### src/include/vfu_params.svh
/*
  Width and count macros of the vector functional unit.
  Included by the package and by every module that sizes logic from them.
*/
`ifndef VFU_PARAMS_SVH
`define VFU_PARAMS_SVH

// Lane and word geometry
`define VFU_ELEN 32
`define VFU_N_LANES 2
`define VFU_WORD_W 64
`define VFU_WORD_BYTES 8
`define VFU_WORDS_PER_VREG 4

// VRF addressing, vector length and instruction id
`define VFU_VADDR_W 7
`define VFU_VL_W 6
`define VFU_ID_W 2

`endif

### src/design/vfu_pkg.sv
/*
  Shared types of the vector functional unit: op and element width
  encodings, the VRF word union and the small width types.
  Imported by wildcard in every module header.
*/
`include "vfu_params.svh"

package vfu_pkg;

  // Integer operations kept in the unit
  typedef enum logic [2:0] {
    OP_ADD = 3'd0,
    OP_SUB = 3'd1,
    OP_AND = 3'd2,
    OP_OR  = 3'd3,
    OP_XOR = 3'd4,
    OP_MIN = 3'd5,
    OP_MAX = 3'd6,
    OP_SLL = 3'd7
  } vfu_op_e;

  // Element width, encoded as log2 of the byte count
  typedef enum logic [1:0] {
    EW_8  = 2'd0,
    EW_16 = 2'd1,
    EW_32 = 2'd2
  } vew_e;

  // One VRF word, decoded per element width
  typedef union packed {
    logic [`VFU_WORD_BYTES-1:0][7:0]          b;
    logic [`VFU_WORD_W/16-1:0][15:0]          h;
    logic [`VFU_N_LANES-1:0][`VFU_ELEN-1:0]   w;
  } vfu_word_u;

  typedef logic [`VFU_VADDR_W-1:0]    vaddr_t;
  typedef logic [`VFU_VL_W-1:0]       vl_t;
  typedef logic [`VFU_ID_W-1:0]       vfu_id_t;
  typedef logic [`VFU_WORD_BYTES-1:0] vbe_t;

endpackage

### src/design/vfu_req_queue.sv
/*
  Two-entry instruction queue in front of the sequencer.
  Lets the next instruction be accepted while the current one is still
  being walked through the VRF; the sequencer pops on its last word.
*/
module vfu_req_queue import vfu_pkg::*; (
  input  logic        clk_i,
  input  logic        rst_n_i,
  input  logic        req_valid_i,
  output logic        req_ready_o,
  input  vfu_id_t     req_id_i,
  input  vfu_op_e     req_op_i,
  input  vew_e        req_vsew_i,
  input  vl_t         req_vl_i,
  input  vl_t         req_vstart_i,
  input  logic [4:0]  req_vs1_i,
  input  logic [4:0]  req_vs2_i,
  input  logic [4:0]  req_vd_i,
  input  logic        req_use_vs1_i,
  input  logic [31:0] req_rs1_i,
  input  logic        pop_i,
  output logic        valid_o,
  output vfu_id_t     id_o,
  output vfu_op_e     op_o,
  output vew_e        vsew_o,
  output vl_t         vl_o,
  output vl_t         vstart_o,
  output logic [4:0]  vs1_o,
  output logic [4:0]  vs2_o,
  output logic [4:0]  vd_o,
  output logic        use_vs1_o,
  output logic [31:0] rs1_o
);

  localparam int unsigned EntryW = $bits(vfu_id_t) + $bits(vfu_op_e) + $bits(vew_e) +
                                   2 * $bits(vl_t) + 3 * 5 + 1 + 32;

  logic [EntryW-1:0] mem_q [2];
  logic [EntryW-1:0] din;
  logic [EntryW-1:0] dout;
  logic              wr_ptr_q;
  logic              rd_ptr_q;
  logic [1:0]        cnt_q;
  logic              push;
  logic [2:0]        op_bits;
  logic [1:0]        vsew_bits;

  assign req_ready_o = (cnt_q != 2'd2);
  assign valid_o     = (cnt_q != 2'd0);
  assign push        = req_valid_i && req_ready_o;

  assign din  = {req_id_i, req_op_i, req_vsew_i, req_vl_i, req_vstart_i,
                 req_vs1_i, req_vs2_i, req_vd_i, req_use_vs1_i, req_rs1_i};
  assign dout = mem_q[rd_ptr_q];
  assign {id_o, op_bits, vsew_bits, vl_o, vstart_o,
          vs1_o, vs2_o, vd_o, use_vs1_o, rs1_o} = dout;
  assign op_o   = vfu_op_e'(op_bits);
  assign vsew_o = vew_e'(vsew_bits);

  always_ff @(posedge clk_i) begin
    if (!rst_n_i) begin
      wr_ptr_q <= 1'b0;
      rd_ptr_q <= 1'b0;
      cnt_q    <= 2'd0;
    end else begin
      if (push) wr_ptr_q <= ~wr_ptr_q;
      if (pop_i) rd_ptr_q <= ~rd_ptr_q;
      cnt_q <= cnt_q + 2'(push) - 2'(pop_i);
    end
  end

  always_ff @(posedge clk_i) begin
    if (push) mem_q[wr_ptr_q] <= din;
  end

  // The sequencer only retires an instruction it has been shown
  a_no_pop_empty: assert property (@(posedge clk_i) disable iff (!rst_n_i)
    pop_i |-> valid_o);

endmodule

### src/design/vfu_sequencer.sv
/*
  Walks the queued instruction word by word through the VRF.
  Drives the read ports, issues one word per cycle into the operand
  stage together with its tag, and pops the queue on the last word.
*/
`include "vfu_params.svh"

module vfu_sequencer import vfu_pkg::*; (
  input  logic         clk_i,
  input  logic         rst_n_i,
  input  logic         valid_i,
  input  vfu_id_t      id_i,
  input  vfu_op_e      op_i,
  input  vew_e         vsew_i,
  input  vl_t          vl_i,
  input  vl_t          vstart_i,
  input  logic [4:0]   vs1_i,
  input  logic [4:0]   vs2_i,
  input  logic [4:0]   vd_i,
  input  logic         use_vs1_i,
  input  logic [1:0]   vrf_rvalid_i,
  input  logic         op_ready_i,
  output logic         pop_o,
  output logic [1:0]   vrf_re_o,
  output vaddr_t [1:0] vrf_raddr_o,
  output logic         issue_o,
  output vfu_id_t      id_o,
  output vfu_op_e      op_o,
  output vew_e         vsew_o,
  output vl_t          elem_base_o,
  output vl_t          vstart_o,
  output vl_t          vl_o,
  output logic         last_o,
  output vaddr_t       waddr_o
);

  logic       active_q;
  vl_t        cnt_q;
  vl_t        cur_cnt;
  vl_t        next_cnt;
  vl_t        vstart_base;
  vl_t        word_idx;
  logic [3:0] elems_per_word;
  logic [1:0] word_shift;
  logic       operands_ok;

  ////////////////////////////////////////
  // Element counter
  ////////////////////////////////////////

  assign elems_per_word = 4'd8 >> vsew_i;
  // log2 of elements per word
  assign word_shift     = 2'd3 - vsew_i;
  assign vstart_base    = (vstart_i >> word_shift) << word_shift;

  // First word of a new instruction starts at the word holding vstart
  assign cur_cnt  = active_q ? cnt_q : vstart_base;
  assign next_cnt = cur_cnt + vl_t'(elems_per_word);
  assign word_idx = cur_cnt >> word_shift;

  always_ff @(posedge clk_i) begin
    if (!rst_n_i) begin
      active_q <= 1'b0;
      cnt_q    <= '0;
    end else if (issue_o) begin
      active_q <= !last_o;
      cnt_q    <= next_cnt;
    end
  end

  ////////////////////////////////////////
  // VRF reads and word issue
  ////////////////////////////////////////

  assign vrf_re_o       = valid_i ? {use_vs1_i, 1'b1} : 2'b00;
  assign vrf_raddr_o[0] = vaddr_t'(vs2_i) * vaddr_t'(`VFU_WORDS_PER_VREG) + vaddr_t'(word_idx);
  assign vrf_raddr_o[1] = vaddr_t'(vs1_i) * vaddr_t'(`VFU_WORDS_PER_VREG) + vaddr_t'(word_idx);

  assign operands_ok = vrf_rvalid_i[0] && (!use_vs1_i || vrf_rvalid_i[1]);
  assign issue_o     = valid_i && operands_ok && op_ready_i;
  assign pop_o       = issue_o && last_o;

  // Tag travelling with the word
  assign id_o        = id_i;
  assign op_o        = op_i;
  assign vsew_o      = vsew_i;
  assign elem_base_o = cur_cnt;
  assign vstart_o    = vstart_i;
  assign vl_o        = vl_i;
  assign last_o      = (next_cnt >= vl_i);
  assign waddr_o     = vaddr_t'(vd_i) * vaddr_t'(`VFU_WORDS_PER_VREG) + vaddr_t'(word_idx);

  // A stalled read holds its request until every requested port answers
  a_read_held: assert property (@(posedge clk_i) disable iff (!rst_n_i)
    (valid_i && !issue_o) |=> ($stable(vrf_re_o) && $stable(vrf_raddr_o)));

endmodule

### src/design/vfu_operand_stage.sv
/*
  Operand register between the sequencer and the ALU.
  Operand a is the vs2 word; operand b is the vs1 word or the scalar rs1
  replicated across the word at the element width.
*/
module vfu_operand_stage import vfu_pkg::*; (
  input  logic            clk_i,
  input  logic            rst_n_i,
  input  logic            issue_i,
  input  vfu_id_t         id_i,
  input  vfu_op_e         op_i,
  input  vew_e            vsew_i,
  input  vl_t             elem_base_i,
  input  vl_t             vstart_i,
  input  vl_t             vl_i,
  input  logic            last_i,
  input  vaddr_t          waddr_i,
  input  logic            use_vs1_i,
  input  logic [31:0]     rs1_i,
  input  vfu_word_u [1:0] vrf_rdata_i,
  input  logic            ready_i,
  output logic            op_ready_o,
  output logic            valid_o,
  output vfu_word_u       opa_o,
  output vfu_word_u       opb_o,
  output vfu_id_t         id_o,
  output vfu_op_e         op_o,
  output vew_e            vsew_o,
  output vl_t             elem_base_o,
  output vl_t             vstart_o,
  output vl_t             vl_o,
  output logic            last_o,
  output vaddr_t          waddr_o
);

  vfu_word_u scalar;

  // Replicate the scalar through the view of the element width
  always_comb begin
    scalar = '0;
    unique case (vsew_i)
      EW_8:    scalar.b = {$bits(vfu_word_u)/8{rs1_i[7:0]}};
      EW_16:   scalar.h = {$bits(vfu_word_u)/16{rs1_i[15:0]}};
      default: scalar.w = {$bits(vfu_word_u)/32{rs1_i}};
    endcase
  end

  assign op_ready_o = !valid_o || ready_i;

  always_ff @(posedge clk_i) begin
    if (!rst_n_i) begin
      valid_o <= 1'b0;
    end else if (issue_i) begin
      valid_o <= 1'b1;
    end else if (ready_i) begin
      valid_o <= 1'b0;
    end
  end

  // Payload only moves on issue, so it holds while valid waits
  always_ff @(posedge clk_i) begin
    if (issue_i) begin
      opa_o       <= vrf_rdata_i[0];
      opb_o       <= use_vs1_i ? vrf_rdata_i[1] : scalar;
      id_o        <= id_i;
      op_o        <= op_i;
      vsew_o      <= vsew_i;
      elem_base_o <= elem_base_i;
      vstart_o    <= vstart_i;
      vl_o        <= vl_i;
      last_o      <= last_i;
      waddr_o     <= waddr_i;
    end
  end

endmodule

### src/design/vfu_alu.sv
/*
  Lane-parallel integer ALU. Every element of the selected width is
  computed at once through the word union and the result is registered.
*/
`include "vfu_params.svh"

module vfu_alu import vfu_pkg::*; (
  input  logic      clk_i,
  input  logic      rst_n_i,
  input  logic      valid_i,
  input  vfu_word_u opa_i,
  input  vfu_word_u opb_i,
  input  vfu_op_e   op_i,
  input  vew_e      vsew_i,
  input  vfu_id_t   id_i,
  input  vl_t       elem_base_i,
  input  vl_t       vstart_i,
  input  vl_t       vl_i,
  input  logic      last_i,
  input  vaddr_t    waddr_i,
  input  logic      ready_i,
  output logic      ready_o,
  output logic      valid_o,
  output vfu_word_u result_o,
  output vfu_id_t   id_o,
  output vew_e      vsew_o,
  output vl_t       elem_base_o,
  output vl_t       vstart_o,
  output vl_t       vl_o,
  output logic      last_o,
  output vaddr_t    waddr_o
);

  vfu_word_u result;
  logic      load;

  // Operands arrive sign-extended to 32 bits, caller truncates the result
  function automatic logic [31:0] elem_op(vfu_op_e op, logic [31:0] a, logic [31:0] b,
                                          logic [4:0] shamt);
    unique case (op)
      OP_ADD:  return a + b;
      OP_SUB:  return a - b;
      OP_AND:  return a & b;
      OP_OR:   return a | b;
      OP_XOR:  return a ^ b;
      OP_MIN:  return ($signed(a) < $signed(b)) ? a : b;
      OP_MAX:  return ($signed(a) < $signed(b)) ? b : a;
      default: return a << shamt;
    endcase
  endfunction

  always_comb begin
    result = '0;
    unique case (vsew_i)
      EW_8: begin
        for (int i = 0; i < `VFU_WORD_BYTES; i++) begin
          result.b[i] = 8'(elem_op(op_i, 32'($signed(opa_i.b[i])),
                                   32'($signed(opb_i.b[i])), {2'b00, opb_i.b[i][2:0]}));
        end
      end
      EW_16: begin
        for (int i = 0; i < `VFU_WORD_W / 16; i++) begin
          result.h[i] = 16'(elem_op(op_i, 32'($signed(opa_i.h[i])),
                                    32'($signed(opb_i.h[i])), {1'b0, opb_i.h[i][3:0]}));
        end
      end
      default: begin
        for (int i = 0; i < `VFU_N_LANES; i++) begin
          result.w[i] = elem_op(op_i, opa_i.w[i], opb_i.w[i], opb_i.w[i][4:0]);
        end
      end
    endcase
  end

  assign ready_o = !valid_o || ready_i;
  assign load    = valid_i && ready_o;

  always_ff @(posedge clk_i) begin
    if (!rst_n_i) begin
      valid_o <= 1'b0;
    end else if (load) begin
      valid_o <= 1'b1;
    end else if (ready_i) begin
      valid_o <= 1'b0;
    end
  end

  always_ff @(posedge clk_i) begin
    if (load) begin
      result_o    <= result;
      id_o        <= id_i;
      vsew_o      <= vsew_i;
      elem_base_o <= elem_base_i;
      vstart_o    <= vstart_i;
      vl_o        <= vl_i;
      last_o      <= last_i;
      waddr_o     <= waddr_i;
    end
  end

endmodule

### src/design/vfu_writeback.sv
/*
  Writes ALU results into the VRF with per-byte enables limited to the
  elements in [vstart, vl). On the last word the completion response
  goes out with the write and both finish in the same cycle.
*/
`include "vfu_params.svh"

module vfu_writeback import vfu_pkg::*; (
  input  logic      clk_i,
  input  logic      rst_n_i,
  input  logic      valid_i,
  input  vfu_word_u result_i,
  input  vew_e      vsew_i,
  input  vl_t       elem_base_i,
  input  vl_t       vstart_i,
  input  vl_t       vl_i,
  input  logic      last_i,
  input  vfu_id_t   id_i,
  input  vaddr_t    waddr_i,
  input  logic      vrf_wvalid_i,
  input  logic      vfu_rsp_ready_i,
  output logic      ready_o,
  output logic      vrf_we_o,
  output vaddr_t    vrf_waddr_o,
  output vfu_word_u vrf_wdata_o,
  output vbe_t      vrf_wbe_o,
  output logic      vfu_rsp_valid_o,
  output vfu_id_t   vfu_rsp_id_o
);

  vl_t elem;

  // Element index of each byte, compared against the active range
  always_comb begin
    vrf_wbe_o = '0;
    for (int i = 0; i < `VFU_WORD_BYTES; i++) begin
      elem         = elem_base_i + vl_t'(i >> vsew_i);
      vrf_wbe_o[i] = (elem >= vstart_i) && (elem < vl_i);
    end
  end

  assign vrf_we_o    = valid_i;
  assign vrf_waddr_o = waddr_i;
  assign vrf_wdata_o = result_i;

  assign vfu_rsp_valid_o = valid_i && last_i;
  assign vfu_rsp_id_o    = id_i;

  // Last word waits for both sides
  assign ready_o = vrf_wvalid_i && (!last_i || vfu_rsp_ready_i);

  a_we_has_bytes: assert property (@(posedge clk_i) disable iff (!rst_n_i)
    vrf_we_o |-> (vrf_wbe_o != '0));

endmodule

### src/design/vfu_top.sv
/*
  Vector functional unit, integer datapath.
  Pipeline: request queue, sequencer, operand stage, ALU, writeback.
*/
module vfu_top import vfu_pkg::*; (
  input  logic            clk_i,
  input  logic            rst_n_i,
  // Instruction request
  input  logic            req_valid_i,
  output logic            req_ready_o,
  input  vfu_id_t         req_id_i,
  input  vfu_op_e         req_op_i,
  input  vew_e            req_vsew_i,
  input  vl_t             req_vl_i,
  input  vl_t             req_vstart_i,
  input  logic [4:0]      req_vs1_i,
  input  logic [4:0]      req_vs2_i,
  input  logic [4:0]      req_vd_i,
  input  logic            req_use_vs1_i,
  input  logic [31:0]     req_rs1_i,
  // VRF read ports, 0 is vs2 and 1 is vs1
  output logic [1:0]      vrf_re_o,
  output vaddr_t [1:0]    vrf_raddr_o,
  input  logic [1:0]      vrf_rvalid_i,
  input  vfu_word_u [1:0] vrf_rdata_i,
  // VRF write port
  output logic            vrf_we_o,
  output vaddr_t          vrf_waddr_o,
  output vfu_word_u       vrf_wdata_o,
  output vbe_t            vrf_wbe_o,
  input  logic            vrf_wvalid_i,
  // Completion
  output logic            vfu_rsp_valid_o,
  input  logic            vfu_rsp_ready_i,
  output vfu_id_t         vfu_rsp_id_o
);

  // Queue to sequencer
  logic        q_valid, q_pop, q_use_vs1;
  vfu_id_t     q_id;
  vfu_op_e     q_op;
  vew_e        q_vsew;
  vl_t         q_vl, q_vstart;
  logic [4:0]  q_vs1, q_vs2, q_vd;
  logic [31:0] q_rs1;

  // Sequencer to operand stage
  logic    s_issue, s_last, op_ready;
  vfu_id_t s_id;
  vfu_op_e s_op;
  vew_e    s_vsew;
  vl_t     s_elem_base, s_vstart, s_vl;
  vaddr_t  s_waddr;

  // Operand stage to ALU
  logic      o_valid, o_last, alu_ready;
  vfu_word_u o_opa, o_opb;
  vfu_id_t   o_id;
  vfu_op_e   o_op;
  vew_e      o_vsew;
  vl_t       o_elem_base, o_vstart, o_vl;
  vaddr_t    o_waddr;

  // ALU to writeback
  logic      a_valid, a_last, wb_ready;
  vfu_word_u a_result;
  vfu_id_t   a_id;
  vew_e      a_vsew;
  vl_t       a_elem_base, a_vstart, a_vl;
  vaddr_t    a_waddr;

  vfu_req_queue vfu_req_queue_inst (
    .clk_i, .rst_n_i, .req_valid_i, .req_ready_o, .req_id_i, .req_op_i, .req_vsew_i,
    .req_vl_i, .req_vstart_i, .req_vs1_i, .req_vs2_i, .req_vd_i, .req_use_vs1_i,
    .req_rs1_i,
    .pop_i    (q_pop),    .valid_o  (q_valid),  .id_o   (q_id),   .op_o   (q_op),
    .vsew_o   (q_vsew),   .vl_o     (q_vl),     .vstart_o(q_vstart),
    .vs1_o    (q_vs1),    .vs2_o    (q_vs2),    .vd_o   (q_vd),
    .use_vs1_o(q_use_vs1), .rs1_o   (q_rs1)
  );

  vfu_sequencer vfu_sequencer_inst (
    .clk_i, .rst_n_i,
    .valid_i (q_valid), .id_i  (q_id),  .op_i  (q_op),  .vsew_i   (q_vsew),
    .vl_i    (q_vl),    .vstart_i(q_vstart), .vs1_i(q_vs1), .vs2_i(q_vs2),
    .vd_i    (q_vd),    .use_vs1_i(q_use_vs1), .vrf_rvalid_i, .op_ready_i(op_ready),
    .pop_o   (q_pop),   .vrf_re_o, .vrf_raddr_o, .issue_o(s_issue),
    .id_o    (s_id),    .op_o  (s_op),  .vsew_o(s_vsew), .elem_base_o(s_elem_base),
    .vstart_o(s_vstart), .vl_o (s_vl),  .last_o(s_last), .waddr_o    (s_waddr)
  );

  vfu_operand_stage vfu_operand_stage_inst (
    .clk_i, .rst_n_i,
    .issue_i (s_issue),  .id_i  (s_id),  .op_i  (s_op),  .vsew_i     (s_vsew),
    .elem_base_i(s_elem_base), .vstart_i(s_vstart), .vl_i(s_vl), .last_i(s_last),
    .waddr_i (s_waddr),  .use_vs1_i(q_use_vs1), .rs1_i(q_rs1), .vrf_rdata_i,
    .ready_i (alu_ready), .op_ready_o(op_ready), .valid_o(o_valid),
    .opa_o   (o_opa),    .opb_o (o_opb), .id_o  (o_id),  .op_o       (o_op),
    .vsew_o  (o_vsew),   .elem_base_o(o_elem_base), .vstart_o(o_vstart),
    .vl_o    (o_vl),     .last_o(o_last), .waddr_o(o_waddr)
  );

  vfu_alu vfu_alu_inst (
    .clk_i, .rst_n_i,
    .valid_i (o_valid),  .opa_i (o_opa), .opb_i (o_opb), .op_i (o_op), .vsew_i(o_vsew),
    .id_i    (o_id),     .elem_base_i(o_elem_base), .vstart_i(o_vstart), .vl_i(o_vl),
    .last_i  (o_last),   .waddr_i(o_waddr), .ready_i(wb_ready), .ready_o(alu_ready),
    .valid_o (a_valid),  .result_o(a_result), .id_o(a_id), .vsew_o(a_vsew),
    .elem_base_o(a_elem_base), .vstart_o(a_vstart), .vl_o(a_vl), .last_o(a_last),
    .waddr_o (a_waddr)
  );

  vfu_writeback vfu_writeback_inst (
    .clk_i, .rst_n_i,
    .valid_i (a_valid),  .result_i(a_result), .vsew_i(a_vsew),
    .elem_base_i(a_elem_base), .vstart_i(a_vstart), .vl_i(a_vl), .last_i(a_last),
    .id_i    (a_id),     .waddr_i(a_waddr), .vrf_wvalid_i, .vfu_rsp_ready_i,
    .ready_o (wb_ready), .vrf_we_o, .vrf_waddr_o, .vrf_wdata_o, .vrf_wbe_o,
    .vfu_rsp_valid_o, .vfu_rsp_id_o
  );

endmodule

### config.mk
export PLATFORM = sky130hd
export DESIGN_NAME = vfu_top
export DESIGN_NICKNAME = d
export VERILOG_FILES = /design/src/design/vfu_pkg.sv /design/src/design/vfu_req_queue.sv /design/src/design/vfu_sequencer.sv /design/src/design/vfu_operand_stage.sv /design/src/design/vfu_alu.sv /design/src/design/vfu_writeback.sv /design/src/design/vfu_top.sv
export VERILOG_INCLUDE_DIRS = /design/src /design/src/include
export SDC_FILE = /design/constraint.sdc
export NUM_CORES = 2
export LEC_CHECK = 0
export BUFFER_PORTS_ARGS = -buffer_cell sky130_fd_sc_hd__buf_4
export CAP_MARGIN = 20
export CORE_ASPECT_RATIO = 1.2
export CORE_MARGIN = 5
export CORE_UTILIZATION = 57
export CTS_CLUSTER_DIAMETER = 60
export DETAILED_ROUTE_END_ITERATION = 8
export PLACE_DENSITY = 0.82
export REMOVE_ABC_BUFFERS = 1
export SKIP_LAST_GASP = 1
export SLEW_MARGIN = 20
export SYNTH_ARGS = -nofsm -noshare
export SYNTH_HDL_FRONTEND = slang
export SYNTH_HIERARCHICAL = 1
export SYNTH_SLANG_ARGS = --single-unit
### constraint.sdc
create_clock -name clk_i -period 6.2 [get_ports clk_i]
set_clock_uncertainty 0.2 [all_clocks]
set_input_delay 1.86 -clock clk_i [delete_from_list [all_inputs] [get_ports clk_i]]
set_output_delay 1.86 -clock clk_i [all_outputs]
set_load 0.03 [all_outputs]
== After elaboration in Yosys (flattened, before gate mapping) ==
Memory sizes are Yosys's and may differ from the RTL's. A register that Yosys moved wholly into a read port is not among the register bits.
Index checks and enable logic that the tools add are counted.

* Flip-flop bits (word level): 268
* Memory bits (writable): 134
* Output and inout bits: 100
* Logic and storage cells: 265
* Memories kept: 1

* $add $sub $neg: 43
* Order comparisons: 31
* Equal/unequal tests: 9
* Shifts and indexed selects: 26
* Muxes and demuxes: 55
* Bitwise logic cells: 44
* Reduce and logical (&&, ||, !) cells: 31

{| class="wikitable"
|+ Memory list
! name !! words !! bits a word !! read ports !! clocked after memory_dff !! wr ports !! line !! source
|-
| vfu_req_queue_inst.mem_q || 2 || 67 || 1 || 1 || 1 || vfu_req_queue.sv:38 || <nowiki>logic [EntryW-1:0] mem_q [2];</nowiki>
|}

{| class="wikitable"
|+ Operators by type and width
! cell !! count
|-
| one-hot mux 16 bit (7 select lines) || 4
|-
| one-hot mux 32 bit (7 select lines) || 2
|-
| one-hot mux 8 bit (7 select lines) || 8
|-
| one-hot mux 64 bit (2 select lines) || 2
|-
| left shift 32 x 3 -> 8 bit || 8
|-
| 2-to-1 mux 16 bit || 8
|-
| 2-to-1 mux 32 bit || 4
|-
| 2-to-1 mux 8 bit || 16
|-
| left shift 32 x 4 -> 16 bit || 4
|-
| adder 16 bit || 4
|-
| adder 32 bit || 2
|-
| adder 8 bit || 8
|-
| bitwise AND 16 bit || 4
|-
| bitwise AND 32 bit || 2
|-
| bitwise AND 8 bit || 8
|-
| less-than comparator 16 bit || 4
|-
| less-than comparator 32 bit || 2
|-
| less-than comparator 8 bit || 8
|-
| 2-to-1 mux 64 bit || 1
|-
| OR 16 bit || 4
|-
| OR 32 bit || 2
|-
| OR 8 bit || 8
|-
| left shift 32 x 5 -> 32 bit || 2
|-
| subtractor 16 bit || 4
|-
| 34 further kinds || 120
|}

== Depth between registers and ports, before layout ==
* Word-level depth: 9
* Gate-level depth with buffers: 24
* Mapped depth without buffers: 21

== Modules after synthesis ==
The synthesis kept the hierarchy.

{| class="wikitable"
|+ Modules (own cells, without submodules)
! module !! instances !! cells an instance !! area each (µm²)
|-
| vfu_alu || 1 || 3659 || 26063.7
|-
| vfu_operand_stage || 1 || 362 || 6088.3
|-
| vfu_req_queue || 1 || 236 || 5213.8
|-
| vfu_writeback || 1 || 410 || 3339.5
|-
| vfu_sequencer || 1 || 176 || 1431.4
|}

== Worst setup path after synthesis ==
OpenSTA, ideal clock, no wires.

* Path kind: in2reg
* From: input port vfu_rsp_ready_i
* To: register vfu_req_queue_inst.cnt_q[1]
* Library setup time: 0.120 ns
* Arrival time: 5.737 ns
* Required time: 5.880 ns
* Slack: 0.144 ns
* Cell stages on the path: 13
* Path through: inv_1 > a21boi_0 > nand2b_1 > nand2b_1 > nand3_1 > a21oi_1 > buf_2 > nor2b_1 > xnor2_1 > ha_1 > nand3b_1 > mux2i_1 > a211o_1

* Cells in the longest elaborated chain, start to end: 7

{| class="wikitable"
|+ Ends and longest elaborated chain
! item !! line !! source
|-
| from (decl) || vfu_top.sv:34 || <nowiki>input logic vfu_rsp_ready_i,</nowiki>
|-
| logical OR 1 bit || vfu_writeback.sv:50 || <nowiki>assign ready_o = vrf_wvalid_i && (!last_i || vfu_rsp_ready_i);</nowiki>
|-
| logical AND 1 bit || vfu_writeback.sv:50 ||
|-
| net wb_ready || vfu_top.sv:65 || <nowiki>logic a_valid, a_last, wb_ready;</nowiki>
|-
| logical OR 1 bit || vfu_alu.sv:75 || <nowiki>assign ready_o = !valid_o || ready_i;</nowiki>
|-
| net alu_ready || vfu_top.sv:56 || <nowiki>logic o_valid, o_last, alu_ready;</nowiki>
|-
| logical OR 1 bit || vfu_operand_stage.sv:48 || <nowiki>assign op_ready_o = !valid_o || ready_i;</nowiki>
|-
| net op_ready || vfu_top.sv:48 || <nowiki>logic s_issue, s_last, op_ready;</nowiki>
|-
| logical AND 1 bit || vfu_sequencer.sv:80 || <nowiki>assign issue_o = valid_i && operands_ok && op_ready_i;</nowiki>
|-
| net s_issue || vfu_top.sv:48 ||
|-
| logical AND 1 bit || vfu_sequencer.sv:81 || <nowiki>assign pop_o = issue_o && last_o;</nowiki>
|-
| net q_pop || vfu_top.sv:39 || <nowiki>logic q_valid, q_pop, q_use_vs1;</nowiki>
|-
| subtractor 2 x 1 -> 2 bit || vfu_req_queue.sv:68 || <nowiki>cnt_q <= cnt_q + 2'(push) - 2'(pop_i);</nowiki>
|-
| to (signal assigned) || vfu_req_queue.sv:68 ||
|-
| to (decl) || vfu_req_queue.sv:43 || <nowiki>logic [1:0] cnt_q;</nowiki>
|}

The timed path passes the listed nets, and every way through them passes these cells.
A chain may end at the register's enable or synchronous reset.

==> results_dict.tcl <==
set metrics [dict create \
    area_growth_syn_to_layout_pct 10.3 \
    synth_area_leaders "edfxtp_1, ha_1, a21oi_1, mux2i_1, nand2_1" \
    finalSetupViolations 0 \
    grt_overflow 0 \
    drive_above_1_share_pct 15.8 \
    max_stage_delay_ns 0.65 \
    synthMuxAreaShare_pct 9.47 \
    finalHoldViolations 0 \
    seq_power_share_pct 21.9 \
    synth-simple-area-share_pct 12.5 \
    cts_buffers 50 \
    synth_top_family_by_area "compound AO/OA/AOI/OAI gates" \
    fp.dieW_um 258 \
    drtPass1Iterations 9 \
    cpMostUsedCell "o21ai_0" \
    grt_pass1_wl_mm 257 \
    drc 0 \
    hold_class "reg -> reg" \
    arrival_ns 3.97 \
    worstSetupPathType "reg -> out" \
    cts_setup_buffers 0 \
    dpl.hpwl_mm 128 \
    whs_path_depth 0 \
    grt_pass1_vias 40400 \
    grt_setup_unrepaired "false" \
    fin_ws_ns 0.167 \
    cap_viol_max_count 0 \
    p_leak_nw 18.8 \
    grt.total_usage_pct 42.2 \
    clock_tree.root_cell "clkbuf_16" \
    grt_start_max_net_pins 173 \
    status "finished, final reports clean" \
    synth_adder_area_share_pct 11.4 \
    final.period_utilization_pct 97.3 \
    die_h_um 308 \
    tns_ns 0 \
    yosys.area.top_type "edfxtp_1" \
    clock_sinks 403 \
    slowest_stage "dfxtp_4" \
    vias 42600 \
    synth_compound_area_share_pct 27.7 \
    max_slew_margin_pct 15.7 \
    clk_latency_ns 0.66 \
    yosysMostFrequentCell "nand2_1" \
    synth.distinct_cells 105 \
    place_ws_ns 0.663 \
    period_needed_ns 6.03 \
    place_congestion 1.12 \
    design_area_sq_um 46500 \
    cts_resized 0 \
    htree_levels 2 \
    synth-seq-cells 403 \
    power_frac_comb_pct 62.9 \
    syn_area_per_cell_sq_um 8.70 \
    viasPerCell 7.22 \
    whs_ns 0.205 \
    worstMarginPinSlew_ns 1.23 \
    dieArea_sq_um 79500 \
    fmax_mhz 166 \
    initial_core_util_pct 57.3 \
    ys_seq_area_share_pct 28.4 \
    crit_cells 14 \
    drt_iter0_drc 6410 \
    slew_violations 0 \
    reg2reg_depth 20 \
    cp_max_fo 28 \
    cpLargestDelayFamily "compound AO/OA/AOI/OAI gates" \
    switching_power_w 0.00979 \
    hold_buffers 0 \
    async_flop_share_pct 0 \
    row_count 109 \
    yosys-top-cells-count "nand2_1, a21oi_1, edfxtp_1" \
    port_buffers 301 \
    routedWlPerCell_um 30.1 \
    syn-cell-area_sq_um 42100 \
    synth_edf_count 389 \
    cts_tree "done" \
    critPathBufInv 3 \
    cp.required_ns 4.14 \
    crit_path_start_kind "flip-flop" \
    synth_top_cell_area_share_pct 27.7 \
    yosys_most_used_dff "edfxtp_1" \
    num-nets-final 5476 \
    synth_xor_area_share_pct 2.38 \
    routed_wl_mm 177 \
    place_area_sq_um 44800 \
    path_clk_slew_ns 0.06 \
    peakVddDrop_mv 0.391 \
    io_pins 302 \
    crit_path_cell_trace "mux2_4 > o21ai_0 > o21ai_0 > mux2_2 > nand2_1 > o21ai_0 > ha_1 > inv_1 > fa_1 > inv_1 > a21o_1 > a21oi_1 > xnor2_1 > buf_4" \
    cts_buffer_depth 3 \
    p_int_w 0.00965 \
    cp-end-kind "primary output" \
    switching_share_pct 50.4 \
    cellPowerDensity_nw_per_um2 418 \
    n_fill_cell 6195 \
    synthCells 4843 \
    core_area_sq_um 73500 \
    clkPwrFrac_pct 15.2 \
    drt.antenna.violating_nets 0 \
    antenna_found_initial 10 \
    yosysWarnings 6 \
]
==> path summary, 6_finish.rpt <==
kind                                                      from                          end  slack (ns)
worst max-delay path                                 flip-flop               vrf_raddr_o[6]        0.17
worst min-delay path            vfu_operand_stage_inst/vl_o[5]         vfu_alu_inst/vl_o[5]        0.20
worst max register to register                       flip-flop  vfu_req_queue_inst/cnt_q[1]        0.50
worst min register to register  vfu_operand_stage_inst/vl_o[5]         vfu_alu_inst/vl_o[5]        0.20
==> metrics by stage <==
| stage | std cells | power [W] | utilization (%) |
|---|---|---|---|
| after floorplan | 4380 | 0.0119 | - |
| after global placement | 5790 | 0.0158 | 60.9 |
| after detailed placement | 5790 | 0.0159 | 60.9 |
| after CTS | 5880 | 0.0189 | 63.2 |
| after global routing | 5886 | 0.0202 | 63.2 |
| final | 5891 | 0.0194 | 63.2 |
==> metal layers <==
metal / track usage [%] / vias up / part of all wire, %
li1: - / 18300 / -
met1: 51.6 / 19800 / 34
met2: 63.9 / 3443 / 43
met3: 11.9 / 953 / 14
met4: 30.8 / 6 / 9.4
met5: 0 / - / 0.029
==> cells by family after synthesis <==
family	Yosys count
flops	403
buf+inv	778
mux	312
compound gates	1707
fa+ha+maj	372
simple gates	1158
xor+xnor	113
==> layout make-up <==
class | instances | area (sq um) | area share [%]
clock buffers | 57 | 1280 | 2.75
flip-flops and latches | 403 | 12000 | 25.7
multi-input cells | 3664 | 26900 | 57.8
diodes | 8 | 20.0 | 0.0431
clock inverters | 33 | 375 | 0.808
well taps | 943 | 1180 | 2.54
inverters | 315 | 1190 | 2.55
repair buffers | 468 | 3610 | 7.77
==> flip-flops by register name, summed over array words and instances (netlist names), 3 cells and up, named ones only <==
register,flops
vfu_alu_inst/elem_base_o,6
vfu_alu_inst/waddr_o,7
vfu_operand_stage_inst/vl_o,6
vfu_operand_stage_inst/elem_base_o,6
vfu_alu_inst/vl_o,6
vfu_alu_inst/result_o,64
vfu_operand_stage_inst/vstart_o,6
vfu_req_queue_inst/mem_q,134
vfu_operand_stage_inst/opb_o,64
vfu_operand_stage_inst/op_o,3
vfu_operand_stage_inst/waddr_o,7
vfu_alu_inst/vstart_o,6
vfu_sequencer_inst/cnt_q,6
vfu_operand_stage_inst/opa_o,64
==> power by group through the flow <==
| stage | sequential, W | combinational (W) | clock (W) |
|---|---|---|---|
| final | 0.00425 | 0.0122 | 0.00295 |
| after global routing | 0.00429 | 0.0128 | 0.00310 |
| after CTS | 0.00422 | 0.0117 | 0.00299 |
| after detailed placement | 0.00427 | 0.0116 | 0 |
| after global placement | 0.00425 | 0.0115 | 0 |
| after floorplan | 0.00459 | 0.00732 | 0 |
==> worst register-to-register path, cell delays in order, from the launching register on <==
cell and delay (ns):
dfxtp_4 0.65, buf_4 0.47, mux2_4 0.24, nand2_1 0.05, o21ai_0 0.58, inv_1 0.15
fa_1 0.48, nor2b_1 0.12, o21ai_0 0.08, nand2b_1 0.10, xnor2_1 0.18, inv_1 0.09
ha_1 0.30, a21o_1 0.19, a221oi_1 0.57, nor2b_1 0.25, xnor2_1 0.22, ha_1 0.24
nand3b_1 0.13, mux2i_1 0.07, a211o_1 0.23
==> cell usage in the layout (no fill, tap or decap), types with 92 or more instances in the layout <==
master / n
nand2_1: 445
a221oi_1: 130
mux2i_1: 168
ha_1: 350
o21ai_0: 307
inv_1: 294
xnor2_1: 92
a21oi_1: 407
edfxtp_1: 389
nor2_1: 292
buf_4: 460
Note: power is estimated with default switching activity, not from simulation.
